File: src/common/readout_pkg.sv
package readout_pkg;

	// adc sample and lo component widths
	localparam int ADC_W = 16;
	localparam int LO_W = 16;

	// full product of one sample and one lo component
	localparam int PROD_W = 32;

	// room for 255 summed products
	localparam int ACC_W = 40;

	// stored width of each shifted sum
	localparam int ACC_OUT_W = 32;

	// accumulation buffer, per channel
	localparam int ACC_DEPTH = 16;
	localparam int ACC_ADDR_W = 4;

	// number of readout channels
	localparam int NCHAN = 2;

	// run configuration field widths
	localparam int NSHOT_W = 16;
	localparam int GATE_LEN_W = 8;
	localparam int SHIFT_W = 4;

	// idle cycles after each gate before the next shot
	localparam int DRAIN_CYCLES = 3;

	// complex lo value fed to one channel
	typedef struct packed {
		logic signed [LO_W-1:0] lo_cos;
		logic signed [LO_W-1:0] lo_sin;
	} lo_t;

	// one stored shot result, i and q
	typedef struct packed {
		logic signed [ACC_OUT_W-1:0] acc_x;
		logic signed [ACC_OUT_W-1:0] acc_y;
	} acc_entry_t;

	// experiment settings from the host
	// nshot of zero means run until reset
	typedef struct packed {
		logic [NSHOT_W-1:0] nshot;
		logic [GATE_LEN_W-1:0] gate_len;
		logic [SHIFT_W-1:0] shift;
	} run_cfg_t;

endpackage

File: src/source/acc_readout.sv
`timescale 1ns/1ps

module acc_readout (
	input logic clk,
	input logic rst_n,
	input logic rd_stb,
	input logic rd_chan,
	input logic [readout_pkg::ACC_ADDR_W-1:0] rd_addr,
	input readout_pkg::acc_entry_t chan_entry [readout_pkg::NCHAN],
	output logic [readout_pkg::ACC_ADDR_W-1:0] buf_addr,
	output logic rd_valid,
	output readout_pkg::acc_entry_t rd_data
);

	// both buffers see the same address
	// the channel is picked on their outputs
	assign buf_addr = rd_addr;

	always_ff @(posedge clk or negedge rst_n) begin
		if (!rst_n)
			rd_valid <= 1'b0;
		else
			rd_valid <= rd_stb;
	end

	// data holds until the next request
	always_ff @(posedge clk) begin
		if (rd_stb)
			rd_data <= chan_entry[rd_chan];
	end

endmodule

File: config.mk
export PLATFORM = sky130hd
export DESIGN_NAME = acc_readout
export DESIGN_NICKNAME = d
export VERILOG_FILES = /design/src/common/readout_pkg.sv /design/src/source/acc_readout.sv
export SDC_FILE = /design/constraint.sdc
export NUM_CORES = 1
export LEC_CHECK = 0
export BUFFER_PORTS_ARGS = -buffer_cell sky130_fd_sc_hd__buf_4
export CAP_MARGIN = 20
export CORE_MARGIN = 2
export CORE_UTILIZATION = 36
export CTS_CLUSTER_SIZE = 14
export DETAILED_ROUTE_END_ITERATION = 8
export PLACE_DENSITY = 0.7
export SYNTH_ARGS = -nofsm -noshare
export SYNTH_HDL_FRONTEND = slang
export SYNTH_SLANG_ARGS = --single-unit
File: constraint.sdc
create_clock -name clk -period 0.8 [get_ports clk]
set_clock_uncertainty 0.2 [all_clocks]
set_input_delay 0.04 -clock clk [delete_from_list [all_inputs] [get_ports clk]]
set_output_delay 0.04 -clock clk [all_outputs]
set_load 0.01 [all_outputs]
Word-level counts from Yosys, hierarchy flattened

Index checks and enable logic that the tools add are counted.

Bits in registers: 65
Input port bits: 136
Output and inout port bits: 69
Logic and storage cells: 8

Order comparisons: 1
Mux-type cells: 3
Bitwise operators: 1

Operators by type and width:

| operator                                                  | number |
|---|---|
| 64-bit two-way mux                                        | 3 |
| 2-bit greater-or-equal comparator (second input constant) | 1 |
| 1-bit inverter with 2-bit output                          | 1 |

Depth between registers and ports, before layout

Depth in word-level cells: 4
Gate-level depth with buffers: 3
Mapped depth without buffers: 1

Worst setup path before layout

No wires, ideal clock.

Path kind: input to register
From: in rd_chan
To: reg rd_data[10] (netlist name) (data pin)
Data arrival time: 645 ps
Data required time: 340 ps
Slack: -306 ps
Stages on the path: 3
Buffers on the path: 2
Cell sequence: buf_6 > buf_12 > mux2_4

Word-level cells in the longest chain between the ends: 4

RTL lines:

| what                                                   | RTL line          | text |
|---|---|---|
| start, declared                                        | acc_readout.sv:7  | `input logic rd_chan,` |
| 1-bit inverter with 2-bit output (implied by the code) | acc_readout.sv:29 | `rd_data <= chan_entry[rd_chan];` |
| 64-bit two-way mux (implied by the code) (3 in series) | acc_readout.sv:29 |  |
| end signal, assigned                                   | acc_readout.sv:29 |  |
| end, declared                                          | acc_readout.sv:12 | `output readout_pkg::acc_entry_t rd_data` |

No other way between the ends. The select of a mux whose other input is x is not followed.
A chain may end at the register's enable or synchronous reset.

Final worst setup path

From: reg rd_data[27] (netlist name)
To: out rd_data[27] (netlist name)

No word-level cell between the ends.

==> results.toml <==
[status]
status = "finished with violations"
violations = "hold timing, setup timing"

[sta]
hold_viol = 108
fin_ws_ns = -0.324
fin_crit_ns = 1.12
rsz0062_at_grt = "true"
relSlewSlack = 0.907
holdWs_ns = -0.204
final.period_utilization = 1.41
worstMarginPinSlew_ns = 0.140
slew_viol_final = 0
clock.fmax_mhz = 890
finalSetupViolations = 65

[place]
place_congestion = 0.728
hpwl_um = 5850
place_inst = 442
io_buffers = 196
placed_area_sq_um = 4660

[floorplan]
num_rows = 33
die-area_sq_um = 9240
ios = 205
start_util = 0.372
fp.coreArea_sq_um = 8220
fp.dieH_um = 96.1
chipWidth_um = 96.1

[cells_and_area]
area_growth_pct = 68.7
design_area_sq_um = 5150
layout.cells.non_filler = 462
fin_util = 0.627
layout_common_cells = "144 x buf_4, 64 x edfxtp_1, 60 x mux2_4, 57 x buf_6, 9 x clkbuf_8"
num_antenna_cells = 0
final_common_cell = "buf_4"
drive_above_1_share = 0.807
layout.nets = 488

[synth]
ys_seq_elements = 65
yosysTopAreaCell = "edfxtp_1"
syn_inst = 140
synth_area_leaders = "edfxtp_1 63%, mux2_4 29%, buf_12 3.9%"
ys_warn_count = 0
synth.distinct_cells = 7
syn_area_per_cell_sq_um = 21.8
synth_area_sq_um = 3050
ys_seq_area_frac = 0.637
yosysTopAreaCellShare = 0.629
syn-num-nets = 276

[cts]
tritoncts = "built"
path_clk_slew_ns = 0.08
cts-root-buf = "clkbuf_8"
htreeDepth = 3
clock-sinks = 65
cts_buffer_depth = 2
cts_hold_buf = 1
cts_buffers = 9

[worst_setup_path]
crit_required_ns = 0.56
slowest_delay_ns = 0.41
crit_arrival_ns = 0.88
worstPathMaxFanout = 1
worst-path-buf-inv = 1
cp-start-kind = "flip-flop"
critPathSlowestCell = "edfxtp_1"
endpoint_kind = "output pin"
crit_type = "reg -> out"
cp_cell_sequence = "buf_6"
worst-path-stages = 1
crit_family = "flip-flops"

[drt]
drt_iter0_drc = 29
wl_um = 7760
drtAntennaViolNets = 0
vias = 2073
avgViaCountPerCell = 4.49
first_pass_iters = 4
post_drt_wl_per_cell_um = 16.8
drc = 0

[power]
power_mw = 8.63
power.leakage_nw = 2.37
power.density_nw_per_um2 = 1670
vdd_drop_max_uv = 745

[global_route]
grt_usage = 0.168
overflow = 0
antenna_found_initial = 0
grt_first_pass_wirelength_um = 11100
grt_max_degree = 21
grt_pass1_vias = 2223

[hold_path]
min_path_type = "in -> reg"
hold_depth = 2

[run]
cap_violations = 0
[layer usage]
layer,up-vias,GRT usage,part of all wire
met4,0,0.0798,0.029
met2,116,0.297,0.53
met3,18,0.0626,0.090
li1,968,-,-
met1,971,0.175,0.35
met5,-,0,0
[worst paths after layout]
path | slack [ns] | startpoint | endpoint
hold / removal | -0.20 | chan_entry[43] | rd_data[43]
setup / recovery | -0.32 | rd_data[27] | rd_data[27]
max in group asynchronous | 0.48 | rst_n | rd_valid
min in group asynchronous | -0.16 | rst_n | rd_valid
[repair_timing]
item                       in CTS  in global routing
setup endpoints to repair     115                 65
gates cloned                    3                  0
gates resized for setup        42                 22
setup buffers                   0                  0
hold endpoints to repair      134                123
[area by class of cell]
| class | count | area, sq um |
|---|---|---|
| Tap cell | 105 | 131 |
| Clock inverter | 5 | 32.5 |
| Timing Repair Buffer | 212 | 1960 |
| Sequential cell | 65 | 1950 |
| Clock buffer | 11 | 131 |
| Fill cell | 626 | 3070 |
| Multi-Input combinational cell | 64 | 946 |
[synth_stat cells]
library cell	number
buf_12	6
buf_4	4
mux2_2	4
mux2_4	60
buf_6	1
dfrtp_1	1
edfxtp_1	64
[where the power goes]
group / total [mW] / switching [mW] / leakage, nW / internal [mW]
registers: 4.24 / 0.128 / 0.638 / 4.11
clock network: 2.35 / 1.24 / 0.0770 / 1.11
logic: 2.03 / 0.637 / 1.66 / 1.39
[state kept, by name (all words and copies together), names as in the netlist]
signal    count
rd_valid      1
rd_data      64
[cells by family after synthesis]
group,Yosys count,synth area share
flops,65,0.637
mux,64,0.310
buf+inv,11,0.0528
[stage by stage]
stage | worst slack (ns) | TNS [ns]
finish | -0.324 | -18.75
CTS | -0.348 | -20.25
detailed placement | -0.416 | -30.36
global route | -0.366 | -21.90
floorplan | -0.257 | -16.02
global placement | -0.407 | -29.67
No activity file was read; power rests on OpenSTA's default activity.
