==> config.mk <==
export PLATFORM = sky130hd
export DESIGN_NAME = mix_accumulator
export DESIGN_NICKNAME = d
export VERILOG_FILES = /design/src/common/readout_pkg.sv /design/src/readout_channel/mix_accumulator.sv
export SDC_FILE = /design/constraint.sdc
export NUM_CORES = 2
export LEC_CHECK = 0
export BUFFER_PORTS_ARGS = -buffer_cell sky130_fd_sc_hd__buf_2
export CORE_MARGIN = 3
export CORE_UTILIZATION = 25
export CTS_CLUSTER_SIZE = 25
export DETAILED_ROUTE_END_ITERATION = 16
export GPL_TIMING_DRIVEN = 1
export PLACE_DENSITY = 0.45
export REMOVE_ABC_BUFFERS = 1
export SYNTH_ARGS = -nofsm -noshare
export SYNTH_HDL_FRONTEND = slang
export SYNTH_SLANG_ARGS = --single-unit
==> constraint.sdc <==
create_clock -name clk -period 3.9 [get_ports clk]
set_input_delay 0.39 -clock clk [delete_from_list [all_inputs] [get_ports clk]]
set_output_delay 0.39 -clock clk [all_outputs]
set_load 0.02 [all_outputs]
==> src/common/readout_pkg.sv <==
package readout_pkg;

	// adc sample and lo component widths
	localparam int ADC_W = 16;
	localparam int LO_W = 16;

	// full product of one sample and one lo component
	localparam int PROD_W = 32;

	// room for 255 summed products
	localparam int ACC_W = 40;

	// stored width of each shifted sum
	localparam int ACC_OUT_W = 32;

	// accumulation buffer, per channel
	localparam int ACC_DEPTH = 16;
	localparam int ACC_ADDR_W = 4;

	// number of readout channels
	localparam int NCHAN = 2;

	// run configuration field widths
	localparam int NSHOT_W = 16;
	localparam int GATE_LEN_W = 8;
	localparam int SHIFT_W = 4;

	// idle cycles after each gate before the next shot
	localparam int DRAIN_CYCLES = 3;

	// complex lo value fed to one channel
	typedef struct packed {
		logic signed [LO_W-1:0] lo_cos;
		logic signed [LO_W-1:0] lo_sin;
	} lo_t;

	// one stored shot result, i and q
	typedef struct packed {
		logic signed [ACC_OUT_W-1:0] acc_x;
		logic signed [ACC_OUT_W-1:0] acc_y;
	} acc_entry_t;

	// experiment settings from the host
	// nshot of zero means run until reset
	typedef struct packed {
		logic [NSHOT_W-1:0] nshot;
		logic [GATE_LEN_W-1:0] gate_len;
		logic [SHIFT_W-1:0] shift;
	} run_cfg_t;

endpackage

==> src/readout_channel/mix_accumulator.sv <==
`timescale 1ns/1ps

module mix_accumulator (
	input logic clk,
	input logic rst_n,
	input logic gate,
	input logic signed [readout_pkg::ADC_W-1:0] adc,
	input readout_pkg::lo_t lo,
	input logic [readout_pkg::SHIFT_W-1:0] shift,
	output logic acc_stb,
	output readout_pkg::acc_entry_t acc_out
);
	import readout_pkg::*;

	// registered i and q products
	logic signed [PROD_W-1:0] prod_x;
	logic signed [PROD_W-1:0] prod_y;

	// gate lined up with the products, and one more stage for the edge
	logic gate_d;
	logic gate_dd;

	// running sums over the gate window
	logic signed [ACC_W-1:0] acc_x;
	logic signed [ACC_W-1:0] acc_y;

	// sums after the arithmetic shift
	logic signed [ACC_W-1:0] shifted_x;
	logic signed [ACC_W-1:0] shifted_y;

	// complex mix, one stage
	always_ff @(posedge clk) begin
		prod_x <= adc * lo.lo_cos;
		prod_y <= adc * lo.lo_sin;
	end

	always_ff @(posedge clk or negedge rst_n) begin
		if (!rst_n) begin
			gate_d <= 1'b0;
			gate_dd <= 1'b0;
		end else begin
			gate_d <= gate;
			gate_dd <= gate_d;
		end
	end

	// first gated product restarts the sum
	always_ff @(posedge clk) begin
		if (gate_d) begin
			if (!gate_dd) begin
				acc_x <= prod_x;
				acc_y <= prod_y;
			end else begin
				acc_x <= acc_x + prod_x;
				acc_y <= acc_y + prod_y;
			end
		end
	end

	// sums are final once the delayed gate has dropped
	assign acc_stb = gate_dd & ~gate_d;

	assign shifted_x = acc_x >>> shift;
	assign shifted_y = acc_y >>> shift;

	// keep the low bits only
	assign acc_out.acc_x = shifted_x[ACC_OUT_W-1:0];
	assign acc_out.acc_y = shifted_y[ACC_OUT_W-1:0];

endmodule

Word-level counts from Yosys, hierarchy flattened
Index checks and enable logic that the tools add are counted.
Widths: inputs -> output; s select.
{"block": "op_classes", "n_addsub": 2, "n_mux": 2, "multipliers": 2, "bitwise_logic": 2, "shift": 2}
{"operator": "$add 40x32->40", "n": 2}
{"operator": "$mux 40", "n": 2}
{"operator": "$sshr 40x4->32", "n": 2}
{"operator": "$mul 16x16->32", "n": 2}
{"operator": "$and 1x1->1", "n": 1}
{"operator": "$not 1->1", "n": 1}
{"block": "word_totals", "in_bits": 55, "regBits": 146, "elab_cells": 16, "out_inout_bits": 65}

Depth between registers and ports, before layout
{"block": "logic_depth", "word_depth": 2, "depth_mapped": 25, "ltp_nobuf": 24}

Least setup slack after synthesis
No wires, ideal clock.
{"block": "synth_timing", "path_type": "input to register", "start": "input adc[15] in the netlist's numbering", "end": "register prod_x[31]", "path_buffers": 2, "cell_stages": 20, "setup_ps": 125, "path_slack_ps": -2179, "arrival_ps": 5954, "t_required_ps": 3775, "cell_sequence": "clkbuf_1 > nand2_1 > inv_1 > fa_1 > fa_1 > fa_1 > fa_1 > fa_1 > inv_1 > fa_1 > inv_1 > ha_1 > and3_1 > and2_1 > clkbuf_1 > a221o_1 > a221oi_1 > o21ai_1 > a211oi_1 > xnor2_1"}
{"block": "synth_between", "elab_chain_len": 1}
{"item": "start, declared", "line": "mix_accumulator.sv:7", "rtl": "input logic signed [readout_pkg::ADC_W-1:0] adc,"}
{"item": "$mul 16x16->32", "line": "mix_accumulator.sv:33", "rtl": "prod_x <= adc * lo.lo_cos;"}
{"item": "end signal, assigned", "line": "mix_accumulator.sv:33"}
{"item": "end, declared", "line": "mix_accumulator.sv:16", "rtl": "logic signed [PROD_W-1:0] prod_x;"}
Every way passes these cells.
A chain may end at the register's enable or synchronous reset.

Worst setup path after layout
{"block": "layout_timing", "start": "input adc[10] in the netlist's numbering", "end": "register prod_x[31]"}
The elaborated chain is that of the path after synthesis.

==> out/results.tsv <==
metric	value	unit
grt_max_degree	61	
worstPathArrival	5820	ps
ys_top_cells_by_count	inv_1 (640), fa_1 (526), nand2_1 (345), and2_1 (257), ha_1 (242)	
drt-pass1-iter-count	5	
violations	setup timing	
dp_hpwl	75240	um
place_ws	-2543	ps
fin_crit	5437	ps
final_cells	5508	
synth_area	31500	um2
root_buffer	clkbuf_16	
die_w	361.0	um
hold_viol	0	
initial_utilization	25.31	%
slew_headroom	49.15	%
report.final.setup_viol	47	
synth_cell_types	75	
finalCritPeriodShare	139.4	%
synth_area_leaders	fa_1 (33%), ha_1 (9.6%), edfxtp_1 (7.6%)	
utilization	32.11	%
finClkSkew	19.65	ps
via_per_inst	4.472	
cts_sinks	146	
synth-seq-cells	146	
outcome	finished, violations left	
nNetsFinal	4678	
synthArstFlopShare	1.370	%
final.fill_count	12900	
ant_nets	0	
antenna_found_initial	4	
finalWirelength	92400	um
synth_flop_cell	edfxtp_1	
vias	24630	
cp_max_fo	7	
timing.critical_path.required	4290	ps
grt_usage	14.22	%
io_pins	120	
clockBufferDepth	2	
synth.most_common_cell	inv_1	
rsz0062_at_grt	true	
worstMarginPinSlew	762.7	ps
numCtsBuffers	17	
gp_congestion	0.8150	
grt_pass1_vias	26280	
worstSetupPathType	in -> reg	
area_growth	26.86	%
grt-ovfl-total	0	
drive_gt1_share	25.93	%
drt_iter0_drc	1357	
grt_pass1_wl	147100	um
fin_ws	-1537	ps
wl_per_cell	16.78	um
h-tree-depth	4	
ys_warn_count	0	
core-area	124400	um2
hold_path.class	in -> reg	
critPathCaptureType	register	
synth_edf_count	80	
cts.clk_slew.worst_paths	60	ps
cp-start-kind	primary input	
max_freq	183.9	MHz
dp_cells	5396	
avgSynthCellArea	9.329	um2
io_buffers	119	
rows	129	
seq_area_frac_synth	11.85	%
fp.dieH	361.0	um
drv_cap	0	
setup_tns	-53720	ps
cts_tree	yes	
drv_slew	0	
clk_latency	470	ps
synth_top_cell_area_share	33.43	%
die_area	130300	um2
route.detailed.drc	0	
yosysTopAreaCell	fa_1	
netlist_instances	3377	
placed cells by master (no fill, tap or decap), types with 33 or more instances in the layout:
cell type and count:
a21o_1 67, a21oi_1 128, and2_1 231, buf_2 83, buf_4 413, buf_6 59
dfxtp_1 64, edfxtp_1 80, fa_1 497, ha_1 202, ha_4 34, inv_1 608
inv_2 33, mux2_2 63, mux2i_1 54, mux4_2 61, nand2_1 329, nor2_1 105
o21ai_0 72, xnor2_1 89, xor2_1 34
worst max-delay path: stages:
cell	delay [ps]
buf_12	120
buf_12	150
buf_8	140
and2_4	130
fa_1	490
fa_1	540
fa_1	580
fa_1	450
fa_1	560
inv_2	40
fa_1	510
inv_2	50
ha_4	240
and3_4	150
and2_4	130
a221o_1	350
a221oi_2	270
o21ai_2	130
a211oi_2	250
xnor2_1	150
final cells by class:
cell class | count | area (um2) | area share [%]
clock buffers | 18 | 450.4 | 1.127
clock inverters | 14 | 142.6 | 0.3569
well taps | 1637 | 2048 | 5.125
diodes | 3 | 7.507 | 0.01879
repair buffers | 603 | 5095 | 12.75
inverters | 642 | 2410 | 6.030
multi-input cells | 2445 | 26070 | 65.23
flip-flops and latches | 146 | 3741 | 9.361
worst paths after layout:
path	cells past startpoint	slack, ps	endpoint	from
max	20	-1540	prod_x[31]	adc[10]
min	1	40	gate_d	gate
max reg2reg	11	210	acc_x[39]	acc_x[5]
min reg2reg	2	570	acc_y[24]	prod_y[24]
max in group asynchronous	2	3550	gate_dd	rst_n
min in group asynchronous	2	240	gate_d	rst_n
cells by family (layout without fill, tap and decap cells):
logic type,Yosys count,count (layout),share of synthesized area [%]
AOI/OAI and AO/OA,503,503,10.30
xor gates and xnor gates,132,132,3.670
other,0,3,0
adders and majority gates,768,768,43.04
muxes,178,178,8.329
buffers and inverters,786,1277,9.369
and+or+nand+nor,864,864,13.44
DFF,146,146,11.85
sequential cells by signal, summed over array words and instances, names as in the netlist:
register / count
acc_x: 40
acc_y: 40
prod_x: 32
prod_y: 32
gate_d: 1
gate_dd: 1
per-stage QoR:
stage,hold WS [ps],area [um2]
2_1_floorplan,94.41,30960
3_3_place_gp,178.9,36890
3_5_place_dp,179.6,36890
4_1_cts,0.1802,39270
5_1_grt,11.64,39960
6_report,42.61,39960
layer usage:
metal  wire length, um  vias to the layer above  share of wire, %  global-route usage (%)
met4              2540                        4               2.7                   4.092
li1                  -                    11830                 -                       -
met2             44250                      334                48                   24.06
met5                21                        -             0.023                       0
met1             42850                    12400                46                   19.24
met3              2738                       71               3.0                   1.466
what timing repair did:
action                                  in CTS  in global routing
endpoints found under the setup margin      49                 50
pin swaps                                  146                114
hold endpoints to repair                     2                  0
cloned                                       4                  0
gates resized for setup                    310                129
hold buffers                                 1                  0
setup buffers                               52                 34
Power is left out: the tool's default activity adds up to more than one toggle a clock period on the data nets, which glitch-free logic cannot reach.
