## src/common/readout_pkg.sv

```systemverilog
package readout_pkg;

	// adc sample and lo component widths
	localparam int ADC_W = 16;
	localparam int LO_W = 16;

	// full product of one sample and one lo component
	localparam int PROD_W = 32;

	// room for 255 summed products
	localparam int ACC_W = 40;

	// stored width of each shifted sum
	localparam int ACC_OUT_W = 32;

	// accumulation buffer, per channel
	localparam int ACC_DEPTH = 16;
	localparam int ACC_ADDR_W = 4;

	// number of readout channels
	localparam int NCHAN = 2;

	// run configuration field widths
	localparam int NSHOT_W = 16;
	localparam int GATE_LEN_W = 8;
	localparam int SHIFT_W = 4;

	// idle cycles after each gate before the next shot
	localparam int DRAIN_CYCLES = 3;

	// complex lo value fed to one channel
	typedef struct packed {
		logic signed [LO_W-1:0] lo_cos;
		logic signed [LO_W-1:0] lo_sin;
	} lo_t;

	// one stored shot result, i and q
	typedef struct packed {
		logic signed [ACC_OUT_W-1:0] acc_x;
		logic signed [ACC_OUT_W-1:0] acc_y;
	} acc_entry_t;

	// experiment settings from the host
	// nshot of zero means run until reset
	typedef struct packed {
		logic [NSHOT_W-1:0] nshot;
		logic [GATE_LEN_W-1:0] gate_len;
		logic [SHIFT_W-1:0] shift;
	} run_cfg_t;

endpackage

```

## src/readout_channel/acc_buffer.sv

```systemverilog
`timescale 1ns/1ps

module acc_buffer (
	input logic clk,
	input logic rst_n,
	input logic acc_clear,
	input logic acc_stb,
	input readout_pkg::acc_entry_t acc_in,
	input logic [readout_pkg::ACC_ADDR_W-1:0] rd_addr,
	output readout_pkg::acc_entry_t rd_entry,
	output logic [readout_pkg::ACC_ADDR_W-1:0] wr_addr
);
	import readout_pkg::*;

	// one result per shot
	acc_entry_t mem [ACC_DEPTH];

	// write strobe, one cycle late, steps the address
	logic wr_stb_d;

	// address sits on the final entry
	logic wr_last;

	assign wr_last = (wr_addr == ACC_ADDR_W'(ACC_DEPTH - 1));

	always_ff @(posedge clk) begin
		if (acc_stb)
			mem[wr_addr] <= acc_in;
	end

	// asynchronous read for the host port
	assign rd_entry = mem[rd_addr];

	always_ff @(posedge clk or negedge rst_n) begin
		if (!rst_n)
			wr_stb_d <= 1'b0;
		else
			wr_stb_d <= acc_stb;
	end

	// clear wins over a pending step
	// once locked, later shots land on the last entry again
	always_ff @(posedge clk or negedge rst_n) begin
		if (!rst_n)
			wr_addr <= '0;
		else if (acc_clear)
			wr_addr <= '0;
		else if (wr_stb_d && !wr_last)
			wr_addr <= wr_addr + 1'b1;
	end

endmodule

```

## config.mk

```make
export PLATFORM = sky130hd
export DESIGN_NAME = acc_buffer
export DESIGN_NICKNAME = d
export VERILOG_FILES = /design/src/common/readout_pkg.sv /design/src/readout_channel/acc_buffer.sv
export SDC_FILE = /design/constraint.sdc
export NUM_CORES = 1
export LEC_CHECK = 0
export BUFFER_PORTS_ARGS = -buffer_cell sky130_fd_sc_hd__buf_4
export CAP_MARGIN = 0
export CORE_UTILIZATION = 55
export CTS_BUF_LIST = sky130_fd_sc_hd__clkbuf_16
export DETAILED_ROUTE_END_ITERATION = 10
export GPL_TIMING_DRIVEN = 0
export PLACE_DENSITY_LB_ADDON = 0.08
export REMOVE_ABC_BUFFERS = 1
export SLEW_MARGIN = 10
export SYNTH_ARGS = -nofsm -noshare
export SYNTH_HDL_FRONTEND = slang
export SYNTH_SLANG_ARGS = --single-unit
```

## constraint.sdc

```tcl
create_clock -name clk -period 9.5 [get_ports clk]
set_input_delay 1.9 -clock clk [delete_from_list [all_inputs] [get_ports clk]]
set_output_delay 1.9 -clock clk [all_outputs]
set_load 0.05 [all_outputs]
```

### Word level (Yosys, flattened, before mapping)

Memories as Yosys holds them, arrays and structs flattened.
Cells that the tools add are included.

* add/sub/neg operators: 1
* eq/ne operators: 1
* muxes and demuxes: 4
* reductions and logical operators: 3

Operators by type and width (number)
* $mux 4: 2
* $add 4x1->4 const B: 1
* $eq 4x4->1 const B: 1
* $mux 1: 2
* $reduce_bool 2->1: 1
* $logic_and 1x1->1: 1
* $logic_not 1->1: 1

* bits in registers: 5
* RAM bits: 1024
* input bits: 72
* output and inout port bits: 68
* memories kept: 1

Memory list
* mem: words 16, width 64, read ports 1, clocked after memory_dff 0, wr ports 1, line acc_buffer.sv:16 `acc_entry_t mem [ACC_DEPTH];`

### Depth between registers and ports, before layout

* depth in word-level cells: 5
* mapped depth: 6
* depth with buffers taken out: 4

### Least setup slack after synthesis

OpenSTA, ideal clock, no wires.

* path kind: input to register
* from: input acc_stb
* to: memory mem[11][0] in the netlist's numbering (enable)
* arrival: 6356 ps
* data required time: 8936 ps
* path slack: 2580 ps
* stages: 2
* path buffers: 0
* cell sequence: nand2_1 > nor3_1

* longest elaborated chain between the ends: 2

RTL lines
* from (decl): line acc_buffer.sv:7 `input logic acc_stb,`
* $mux 1: line acc_buffer.sv:27 `if (acc_stb)`
* $mux 1 (not written as such): line acc_buffer.sv:28 `mem[wr_addr] <= acc_in;`
* to (decl): line acc_buffer.sv:16

No other way between the ends.

==> impl_metrics.json <==
{
  "run_status": "finished clean",
  "postCtsResizedCells": 0,
  "fin_crit_sh_pct": 65.2,
  "drcViolationCount": 0,
  "fin_crit_ns": 6.20,
  "drt_iter0_drc": 1754,
  "clock-sinks": 1029,
  "h-tree-depth": 3,
  "dp_slack_ns": 3.24,
  "seq_power_share_pct": 54.0,
  "cap_violations": 0,
  "hold_violations": 0,
  "avgRoutedWirePerCell_um": 29.2,
  "ir_drop_mv": 0.127,
  "clock_path_buffers": 3,
  "ys_seq_elements": 1029,
  "worstHoldPathType": "reg -> reg",
  "total_power_mw": 9.35,
  "p_switching_mw": 1.96,
  "gp_congestion": 0.687,
  "vias": 17430,
  "final_cell_area_um2": 44600,
  "num_rows": 96,
  "cts_tree": "built",
  "pwr-share-clk_pct": 39.8,
  "place_hpwl_um": 43300,
  "max-slew-margin-rel_pct": 45.3,
  "worstSetupStartpointType": "input pin",
  "netlist_area_um2": 38600,
  "synth.largest_area_cell": "edfxtp_1",
  "min_from": "wr_stb_d",
  "grt.overflow.total": 0,
  "antenna_found_initial": 3,
  "crit_slowest_cell": "mux4_2",
  "syn_area_per_cell_um2": 23.9,
  "worstPathCellList": "buf_8 > buf_16 > buf_16 > mux4_2 > a22oi_1 > nand2_1 > buf_4",
  "fin_cells": 2823,
  "ant_nets": 0,
  "seq_area_um2": 30900,
  "report.final.slew_viol_count": 0,
  "cpPeakStageDelay_ns": 0.56,
  "grt_max_degree": 95,
  "multi_input_area_um2": 7330,
  "synthFlopType": "edfxtp_1",
  "place_area_um2": 41500,
  "dieArea_um2": 71200,
  "yosysWarnings": 0,
  "fin_tns_setup_ns": 0,
  "p_sw_share_pct": 21.0,
  "combinationalPowerShare_pct": 6.2,
  "n_antenna_cell": 0,
  "synth-edff-count": 1024,
  "routed_wl_um": 82400,
  "seq_area_frac_synth_pct": 80.0,
  "holdBufCountCts": 0,
  "crit_fanout": 61,
  "core_um2": 68900,
  "ioPinCount": 140,
  "r2r_start": "wr_addr[0]",
  "netlist.area_leader.share_pct": 79.7,
  "critical_path.startpoint": "rd_addr[0]",
  "vias_per_cell": 6.17,
  "clk_latency_ns": 0.63,
  "fin_nets": 1893,
  "yosys-top-cells-area": "edfxtp_1 (80%), mux4_2 (15%), a22oi_1 (2.5%)",
  "p_per_area_nw_per_um2": 210,
  "synthCells": 1611,
  "start_util_pct": 55.9,
  "die-height_um": 267,
  "setup_viol": 0,
  "clock.fmax_ghz": 0.161,
  "rsz0062_at_grt": "no",
  "leakagePower_nw": 14.4,
  "clk_pin_slew_ns": 0.06,
  "dpl.cell_count": 2645,
  "grt_pass1_wl_um": 120000,
  "cp.required_ns": 7.60,
  "cts_root_buf": "clkbuf_16",
  "arrival_ns": 4.30,
  "endpoint_kind": "output port",
  "syn_to_final_growth_pct": 15.6,
  "grt_util_all_layers_pct": 23.9,
  "fin_skew_ns": 0.0135,
  "fillers": 4571,
  "synth_cell_types": 22,
  "drive_gt1_share_pct": 31.2,
  "synth-async-reset-ratio_pct": 0.486,
  "internal_power_mw": 7.39,
  "worst_pin_slew_ns": 0.818,
  "grt_pass1_vias": 18307,
  "die_width_um": 267,
  "crit_top_cell": "buf_16",
  "path_class": "in -> out",
  "portBuffers": 139,
  "cts_buffers": 101,
  "drt-pass1-iter-count": 6,
  "timing.final.ws_setup_ns": 3.30,
  "post_cts_buffers": 0
}
metal layers:
| metal | GRT usage [%] | share of wire [%] |
|---|---|---|
| met1 | 34.9 | 43 |
| met2 | 37.9 | 49 |
| met3 | 4.31 | 6.3 |
| met4 | 6.07 | 1.8 |
| met5 | 0 | 0.046 |
power by group through the flow:
stage	sequential (mW)	combinational [mW]	clock, mW
2_1_floorplan	5.15	0.298	0
4_1_cts	5.05	0.584	3.79
5_1_grt	5.05	0.612	3.95
3_5_place_dp	5.15	0.583	0
3_3_place_gp	5.15	0.584	0
6_report	5.05	0.576	3.72
cell families after synthesis:
group,Yosys count,share of synthesized area [%]
DFF,1029,80.0
muxes,256,14.9
AOI/OAI and AO/OA,136,2.61
and+or+nand+nor,97,1.11
buffers and inverters,89,1.16
adders and majority gates,4,0.130
final timing paths:
| path | end | slack (ns) | cells after the start |
|---|---|---|---|
| min in group asynchronous | wr_addr[2] | 1.05 | 1 |
| max reg2reg | mem[11][17] | 6.79 | 7 |
| max | rd_entry[50] | 3.30 | 7 |
| max in group asynchronous | wr_addr[0] | 8.34 | 1 |
| min reg2reg | wr_addr[1] | 0.58 | 2 |
| min | wr_addr[1] | 0.58 | 2 |
cell usage after synthesis, drive strengths merged, types with 3 or more instances:
| library cell | number |
|---|---|
| and3 | 5 |
| clkbuf | 43 |
| buf | 42 |
| a22oi | 128 |
| mux4 | 256 |
| nand2 | 66 |
| dfrtp | 5 |
| and2 | 11 |
| a21oi | 4 |
| nand3 | 4 |
| edfxtp | 1024 |
| nor2 | 3 |
| nor2b | 5 |
| inv | 4 |
| ha | 4 |
flip-flops by register name (all words and copies together), names as in the netlist:
register,count
mem,1024
wr_addr,4
wr_stb_d,1
layout make-up:
cell class	instances	area share, %
flip-flops and latches	1029	69.3
multi-input cells	493	16.5
clock buffers	105	5.89
repair buffers	188	4.72
well taps	931	2.61
clock inverters	73	1.02
inverters	4	0.0337
cell usage in the layout (no fill, tap or decap), types with 3 or more instances in the layout:
cell          n
a21oi_1       4
a22oi_1     128
and2_4       11
and3_4        3
buf_12       15
buf_16       24
buf_4       144
buf_6         3
bufinv_16     6
clkbuf_16   105
clkinv_1     28
clkinv_2     14
dfrtp_1       5
edfxtp_1   1024
ha_1          4
inv_1        27
mux4_2      256
nand2_1      66
nand3_1       4
nor2b_4       3
worst max-delay path, delay by kind of cell:
kind,cells,cell delay [ns]
AND/OR/NAND/NOR,1,0.17
buffers and inverters,4,1.25
AO/OA/AOI/OAI,1,0.22
multiplexers,1,0.56
per-stage QoR:
| step | utilization (%) | hold slack (ns) |
|---|---|---|
| finish | 64.7 | 0.579 |
| global route | 64.7 | 0.597 |
| CTS | 64.7 | 0.575 |
| detailed placement | 60.2 | 0.567 |
| global placement | 58.5 | 0.558 |
| floorplan | - | 0.533 |
Power figures use the tool's default switching activity.
