<file path="src/common/readout_pkg.sv">
package readout_pkg;

	// adc sample and lo component widths
	localparam int ADC_W = 16;
	localparam int LO_W = 16;

	// full product of one sample and one lo component
	localparam int PROD_W = 32;

	// room for 255 summed products
	localparam int ACC_W = 40;

	// stored width of each shifted sum
	localparam int ACC_OUT_W = 32;

	// accumulation buffer, per channel
	localparam int ACC_DEPTH = 16;
	localparam int ACC_ADDR_W = 4;

	// number of readout channels
	localparam int NCHAN = 2;

	// run configuration field widths
	localparam int NSHOT_W = 16;
	localparam int GATE_LEN_W = 8;
	localparam int SHIFT_W = 4;

	// idle cycles after each gate before the next shot
	localparam int DRAIN_CYCLES = 3;

	// complex lo value fed to one channel
	typedef struct packed {
		logic signed [LO_W-1:0] lo_cos;
		logic signed [LO_W-1:0] lo_sin;
	} lo_t;

	// one stored shot result, i and q
	typedef struct packed {
		logic signed [ACC_OUT_W-1:0] acc_x;
		logic signed [ACC_OUT_W-1:0] acc_y;
	} acc_entry_t;

	// experiment settings from the host
	// nshot of zero means run until reset
	typedef struct packed {
		logic [NSHOT_W-1:0] nshot;
		logic [GATE_LEN_W-1:0] gate_len;
		logic [SHIFT_W-1:0] shift;
	} run_cfg_t;

endpackage

</file>
<file path="src/source/shot_sequencer.sv">
`timescale 1ns/1ps

module shot_sequencer (
	input logic clk,
	input logic rst_n,
	input logic stb_start,
	input readout_pkg::run_cfg_t cfg,
	output logic gate,
	output logic [readout_pkg::NSHOT_W-1:0] shot_count,
	output logic last_shot_done,
	output logic busy
);
	import readout_pkg::*;

	typedef enum logic [2:0] {
		IDLE,
		START,
		RUN,
		DRAIN,
		MORESHOT,
		SHOTADD,
		DONE
	} seq_state_t;

	seq_state_t state;
	seq_state_t next_state;

	// settings held for the whole run
	run_cfg_t cfg_r;

	// shared down-counter, times the gate window and then the drain
	logic [GATE_LEN_W-1:0] cnt;
	logic cnt_zero;

	// another shot is due
	logic more_shots;

	assign cnt_zero = (cnt == '0);

	// shot_count already holds the finished shot when MORESHOT decides
	assign more_shots = (cfg_r.nshot == '0) || (shot_count != cfg_r.nshot);

	always_comb begin
		next_state = state;
		case (state)
			IDLE: begin
				if (stb_start)
					next_state = START;
			end
			START: next_state = RUN;
			RUN: begin
				if (cnt_zero)
					next_state = DRAIN;
			end
			DRAIN: begin
				if (cnt_zero)
					next_state = MORESHOT;
			end
			MORESHOT: next_state = more_shots ? SHOTADD : DONE;
			SHOTADD: next_state = START;
			DONE: next_state = IDLE;
			default: next_state = IDLE;
		endcase
	end

	always_ff @(posedge clk or negedge rst_n) begin
		if (!rst_n)
			state <= IDLE;
		else
			state <= next_state;
	end

	// cfg follows the inputs while idle, so the start edge captures it
	always_ff @(posedge clk or negedge rst_n) begin
		if (!rst_n)
			cfg_r <= '0;
		else if (state == IDLE)
			cfg_r <= cfg;
	end

	// RUN lasts gate_len cycles, DRAIN lasts DRAIN_CYCLES
	always_ff @(posedge clk or negedge rst_n) begin
		if (!rst_n)
			cnt <= '0;
		else if (state == START)
			cnt <= cfg_r.gate_len - 1'b1;
		else if (state == RUN && cnt_zero)
			cnt <= GATE_LEN_W'(DRAIN_CYCLES - 1);
		else if (!cnt_zero)
			cnt <= cnt - 1'b1;
	end

	// cleared on start, bumped as each gate closes
	always_ff @(posedge clk or negedge rst_n) begin
		if (!rst_n)
			shot_count <= '0;
		else if (state == IDLE && stb_start)
			shot_count <= '0;
		else if (state == RUN && cnt_zero)
			shot_count <= shot_count + 1'b1;
	end

	assign gate = (state == RUN);
	assign last_shot_done = (state == DONE);
	assign busy = (state != IDLE);

endmodule

</file>
<file path="config.mk">
export PLATFORM = sky130hd
export DESIGN_NAME = shot_sequencer
export DESIGN_NICKNAME = d
export VERILOG_FILES = /design/src/common/readout_pkg.sv /design/src/source/shot_sequencer.sv
export SDC_FILE = /design/constraint.sdc
export NUM_CORES = 1
export LEC_CHECK = 0
export BUFFER_PORTS_ARGS = -buffer_cell sky130_fd_sc_hd__buf_2
export CAP_MARGIN = 15
export CORE_ASPECT_RATIO = 2
export CORE_MARGIN = 8
export CORE_UTILIZATION = 55
export CTS_CLUSTER_DIAMETER = 80
export CTS_CLUSTER_SIZE = 8
export DETAILED_ROUTE_END_ITERATION = 7
export GPL_ROUTABILITY_DRIVEN = 0
export HOLD_SLACK_MARGIN = 0.05
export PLACE_DENSITY = 0.84
export SYNTH_ARGS = -nofsm -noshare
export SYNTH_HDL_FRONTEND = slang
export SYNTH_SLANG_ARGS = --single-unit
</file>
<file path="constraint.sdc">
create_clock -name clk -period 2.4 [get_ports clk]
set_input_delay 0.24 -clock clk [delete_from_list [all_inputs] [get_ports clk]]
set_output_delay 0.24 -clock clk [all_outputs]
set_load 0.01 [all_outputs]
</file>
Word-level counts from Yosys, hierarchy flattened
Index checks and enable logic that the tools add are counted.
{"block": "classes", "reduce_logical": 9, "n_eq_ne": 11, "n_mux": 10, "addsub": 3}
{"op": "$mux 16", "n": 2}
{"op": "$mux 8", "n": 3}
{"op": "$pmux 3 s6", "n": 1}
{"op": "$add 16x1->16 const B", "n": 1}
{"op": "$logic_not 16->1", "n": 1}
{"op": "$ne 16x16->1", "n": 1}
{"op": "$sub 8x1->8 const B", "n": 2}
{"op": "$eq 3x3->1 const B", "n": 3}
{"op": "$mux 3", "n": 3}
{"op": "$logic_not 8->1", "n": 1}
{"op": "$eq 3x2->1 const B", "n": 2}
{"op": "$ne 2x2->1 const B", "n": 2}
{"op": "$eq 3x1->1 const B", "n": 1}
{"op": "$logic_not 3->1", "n": 1}
{"op": "$ne 3x1->1 const B", "n": 1}
{"op": "$reduce_and 3->1", "n": 1}
{"op": "$reduce_bool 3->1", "n": 1}
{"op": "$logic_and 1x1->1", "n": 2}
{"op": "$mux 2", "n": 1}
{"op": "$ne 2x1->1 const B", "n": 1}
{"op": "$reduce_bool 2->1", "n": 1}
{"op": "$logic_or 1x1->1", "n": 1}
{"block": "totals", "inputBits": 31, "word_cells": 38, "output_inout_bits": 19, "regBits": 51}

Logic depth before layout (Yosys ltp)
{"block": "depth", "depth_word": 4, "ltp_mapped": 9, "mapped_depth_nobuf": 7}

Least setup slack after synthesis
OpenSTA, ideal clock, no wires.
{"block": "synth_path", "path_kind": "reg-to-reg", "startpoint": "register cnt[0]", "endpoint": "register shot_count[15] (netlist name)", "slack_ps": 556, "arrival_time_ps": 1719, "period_less_slack_ps": 1844, "path_stages_with_launch": 8, "required_time_ps": 2275, "n_path_buf": 0, "setup_ps": 125, "cell_sequence": "dfrtp_1 -> inv_1 -> ha_1 -> nor3b_1 -> a31o_2 -> nand2_1 -> or2_1 -> mux2_4"}
{"block": "synth_between", "elab_chain_len": 3}
{"item": "start: declaration", "line": "shot_sequencer.sv:32", "text": "logic [GATE_LEN_W-1:0] cnt;"}
{"item": "start signal: assignment", "line": "shot_sequencer.sv:86", "text": "cnt <= cfg_r.gate_len - 1'b1;"}
{"item": "start signal: assignment", "line": "shot_sequencer.sv:88", "text": "cnt <= GATE_LEN_W'(DRAIN_CYCLES - 1);"}
{"item": "start signal: assignment", "line": "shot_sequencer.sv:90", "text": "cnt <= cnt - 1'b1;"}
{"item": "$logic_not 8->1", "line": "shot_sequencer.sv:38", "text": "assign cnt_zero = (cnt == '0);"}
{"item": "$logic_and 1x1->1", "line": "shot_sequencer.sv:99", "text": "else if (state == RUN && cnt_zero)"}
{"item": "$reduce_bool 2->1 (no source line)"}
{"item": "end signal: assignment", "line": "shot_sequencer.sv:100", "text": "shot_count <= shot_count + 1'b1;"}
{"item": "end: declaration", "line": "shot_sequencer.sv:9", "text": "output logic [readout_pkg::NSHOT_W-1:0] shot_count,"}
Every way passes these cells.
A chain may end at the register's enable or synchronous reset.

Worst setup path in the final report
{"block": "layout_path", "startpoint": "register cnt[0]", "endpoint": "register cnt[5]"}
{"block": "layout_between", "elab_chain_len": 4, "word_cells_on_any_way": 7, "classes_between": "add/sub: 1; eq/ne: 1; mux: 3; reduce/logical: 2"}
{"item": "$sub 8x1->8 or $logic_not 8->1 (tied branches)", "line": "shot_sequencer.sv:90, shot_sequencer.sv:38"}
{"item": "$mux 8 or $logic_and 1x1->1 (tied branches)", "line": "shot_sequencer.sv:89, shot_sequencer.sv:87"}
{"item": "$mux 8", "line": "shot_sequencer.sv:87", "text": "else if (state == RUN && cnt_zero)"}
{"item": "$mux 8", "line": "shot_sequencer.sv:85", "text": "else if (state == START)"}
Parallel ways exist; a longest one is shown, timed or not. The select of a mux whose other input is x is not followed.

==> results.py <==
metrics = {
    "synthesis": {
        "synthCells": 259,
        "ys_warn_count": 0,
        "synthTopCellsByArea": "dfrtp_1, mux2_2, xor2_1",
        "synth_area_um2": 2750,
        "avgSynthCellArea_um2": 10.6,
        "yosys.area.top_type_share_pct": 46.4,
        "async_reset_ff_share_pct": 100,
        "ys.flop_type": "dfrtp_1",
        "synth_nets": 294,
        "yosysMostFrequentCell": "dfrtp_1",
        "synth_top_area_cell": "dfrtp_1",
        "synth-seq-cells": 51,
        "synthTopCellsByCount": "dfrtp_1, xor2_1, nor2_1",
        "yosys.cell_types.count": 42,
        "ys_seq_area_share_pct": 46.4,
        "synth-edff-count": 0,
    },
    "die": {
        "core_um2": 4860,
        "ioPinCount": 50,
        "initial_core_util_pct": 56.5,
        "die_area_um2": 7650,
        "die_w_um": 66.0,
        "die_y_um": 116,
        "row_count": 36,
    },
    "drt": {
        "finalWirelength_um": 5980,
        "avgViaCountPerCell": 5.75,
        "drtIter0Drc": 128,
        "drc_errors": 0,
        "antenna_left": 0,
        "wl_per_cell_um": 16.5,
        "vias": 2082,
        "drtPass1Iterations": 4,
    },
    "placement": {
        "hpwlAfterDp_um": 4570,
        "detailedPlace.worstSlack_ps": 322,
        "placed_area_um2": 3030,
        "port_buffers": 45,
    },
    "cts": {
        "cts_tree": "yes",
        "post_cts_buffers": 0,
        "cts.sinks": 51,
        "clk_pin_slew_ps": 80,
        "clkLatencyLatePin_ps": 300,
        "ctsResizeCount": 0,
        "cts_buffer_depth": 2,
        "root_buffer": "clkbuf_8",
        "hold_buffers": 0,
        "numCtsBuffers": 5,
        "ctsHtreeMaxLevel": 2,
    },
    "hold_path": {
        "hold_class": "input port to async pin",
    },
    "setup_path": {
        "reg2reg_from": "cnt[0]",
        "r2r_cells": 8,
        "critPathMaxFanout": 8,
        "endpoint_kind": "flip-flop",
        "rrSetupSlack_ps": 260,
        "slowest_delay_ps": 400,
        "rr_endpoint": "cnt[5]",
        "worstSetupPathType": "flip-flop to flip-flop",
        "startpoint_type": "flip-flop",
        "crit_arrival_ps": 2320,
        "cp.required_ps": 2590,
        "cp_slowest_cell": "dfrtp_1",
        "cp_cell_sequence": "inv_1, ha_1, nor3b_1, and2_1, buf_4, nor3_1, a211oi_1, a21oi_1",
    },
    "global_routing": {
        "grt_pass1_wl_um": 10100,
        "antenna_found_initial": 0,
        "grt_max_degree": 52,
        "grt_use_total_pct": 16.8,
        "grt_overflow": 0,
        "grt_pass1_vias": 2183,
    },
    "final_layout": {
        "finish.instance_area_um2": 3100,
        "antenna_cells": 0,
        "syn_to_final_growth_pct": 12.8,
        "drive_gt1_share_pct": 29.2,
        "num-nets-final": 341,
        "fill_cells": 408,
    },
    "timing": {
        "finalHoldViolCount": 0,
        "min_period_over_period_pct": 89.0,
        "fin_setup_tns_ps": 0,
        "skew_ps": 2.47,
        "min_period_ps": 2140,
        "drv_slew": 0,
        "setup_viol": 0,
        "setup_ws_ps": 263,
        "fmax_mhz": 468,
        "relSlewSlack_pct": 57.7,
        "rsz0062_at_grt": "false",
        "worst-slew-pin-transition_ps": 634,
        "whs_ps": 34.1,
    },
    "power": {
        "max-vdd-ir-drop_uv": 499,
        "power.density_nw_per_um2": 436,
        "finalPower_uw": 1350,
        "leakage_uw": 0.00146,
    },
    "job": {
        "maxCapViolations": 0,
    },
    "run_status": {
        "status": "complete, no violations",
    },
}
-- worst max-delay path: cells and delay by family, from the launching register on --
| family | cells | cell delay (ps) |
|---|---|---|
| adders and majority gates | 1 | 170 |
| buffers and inverters | 2 | 330 |
| DFF | 1 | 400 |
| AOI/OAI and AO/OA | 2 | 320 |
| and+or+nand+nor | 3 | 800 |
-- report_power, final --
group	leakage (uW)	switching (uW)	internal (uW)
combinational	0.000768	22.0	16.2
clock	0.0000371	260	195
sequential	0.000651	0	858
-- layout by cell type (no fill, tap or decap), types with 2 or more instances in the layout --
cell type  netlist  routed
buf_2            7      45
clkbuf_8         0       5
nand4_1          7       7
nor2_1          26      26
mux2i_1          4       4
xor2_1          27      27
nand2_1         17      17
nor3b_1          3       3
nor2b_1          3       3
xnor2_1          9       9
buf_4            3       6
a211oi_1         3       3
dfrtp_1         51      51
o21ai_0          5       5
nor3_1          11      11
a21oi_1          7       7
nand3_1          7       7
and3_1           3       3
and2_1           2       2
inv_1            6       6
nor4_2           2       2
ha_1             4       4
or3_4            2       2
nor4_1           9       9
nand2b_1         2       2
mux2_2          22      22
-- layer usage --
layer  part of all wire, %  vias to the layer above  track usage (%)
met2                    54                       53             28.9
li1                      -                      999                -
met3                   3.9                       14             3.58
met5                     0                        -                0
met1                    40                     1016             18.4
met4                   2.9                        0             9.18
-- registers in the layout (all words and copies together), names as in the netlist --
| name | flops |
|---|---|
| shot_count | 16 |
| cfg_r | 24 |
| cnt | 8 |
| state | 3 |
-- kinds of logic after synthesis --
family	share of synthesized area, %
mux	11.0
simple gates	21.5
flops	46.4
fa+ha+maj	1.82
buf+inv	3.05
compound gates	4.73
xor+xnor	11.5
-- worst max path at each step --
stage | from | endpoint | slack (ps) | depth (start not counted)
global route | cnt[0] | cnt[5] | 30 | 8
finish | cnt[0] | cnt[5] | 260 | 8
detailed placement | cnt[0] | cnt[5] | 320 | 8
floorplan | cnt[0] | shot_count[15] | 560 | 7
CTS | cnt[0] | cnt[5] | 280 | 8
global placement | cnt[0] | cnt[5] | 390 | 8
-- per-stage QoR --
| step | util, % | cells |
|---|---|---|
| 5_1_grt | 63.8 | 362 |
| 2_1_floorplan | - | 259 |
| 4_1_cts | 63.8 | 362 |
| 3_3_place_gp | 62.3 | 356 |
| 3_5_place_dp | 62.3 | 356 |
| 6_report | 63.8 | 362 |
-- area by class of cell --
| class | instances | area [um2] | share of cell area, % |
|---|---|---|---|
| multi-input combinational | 191 | 1390 | 44.8 |
| inverter | 6 | 22.5 | 0.726 |
| sequential | 51 | 1280 | 41.1 |
| tap | 57 | 71.3 | 2.30 |
| clock buffer | 6 | 72.6 | 2.34 |
| timing repair buffer | 51 | 270 | 8.71 |
No activity file was read; power rests on OpenSTA's default activity.
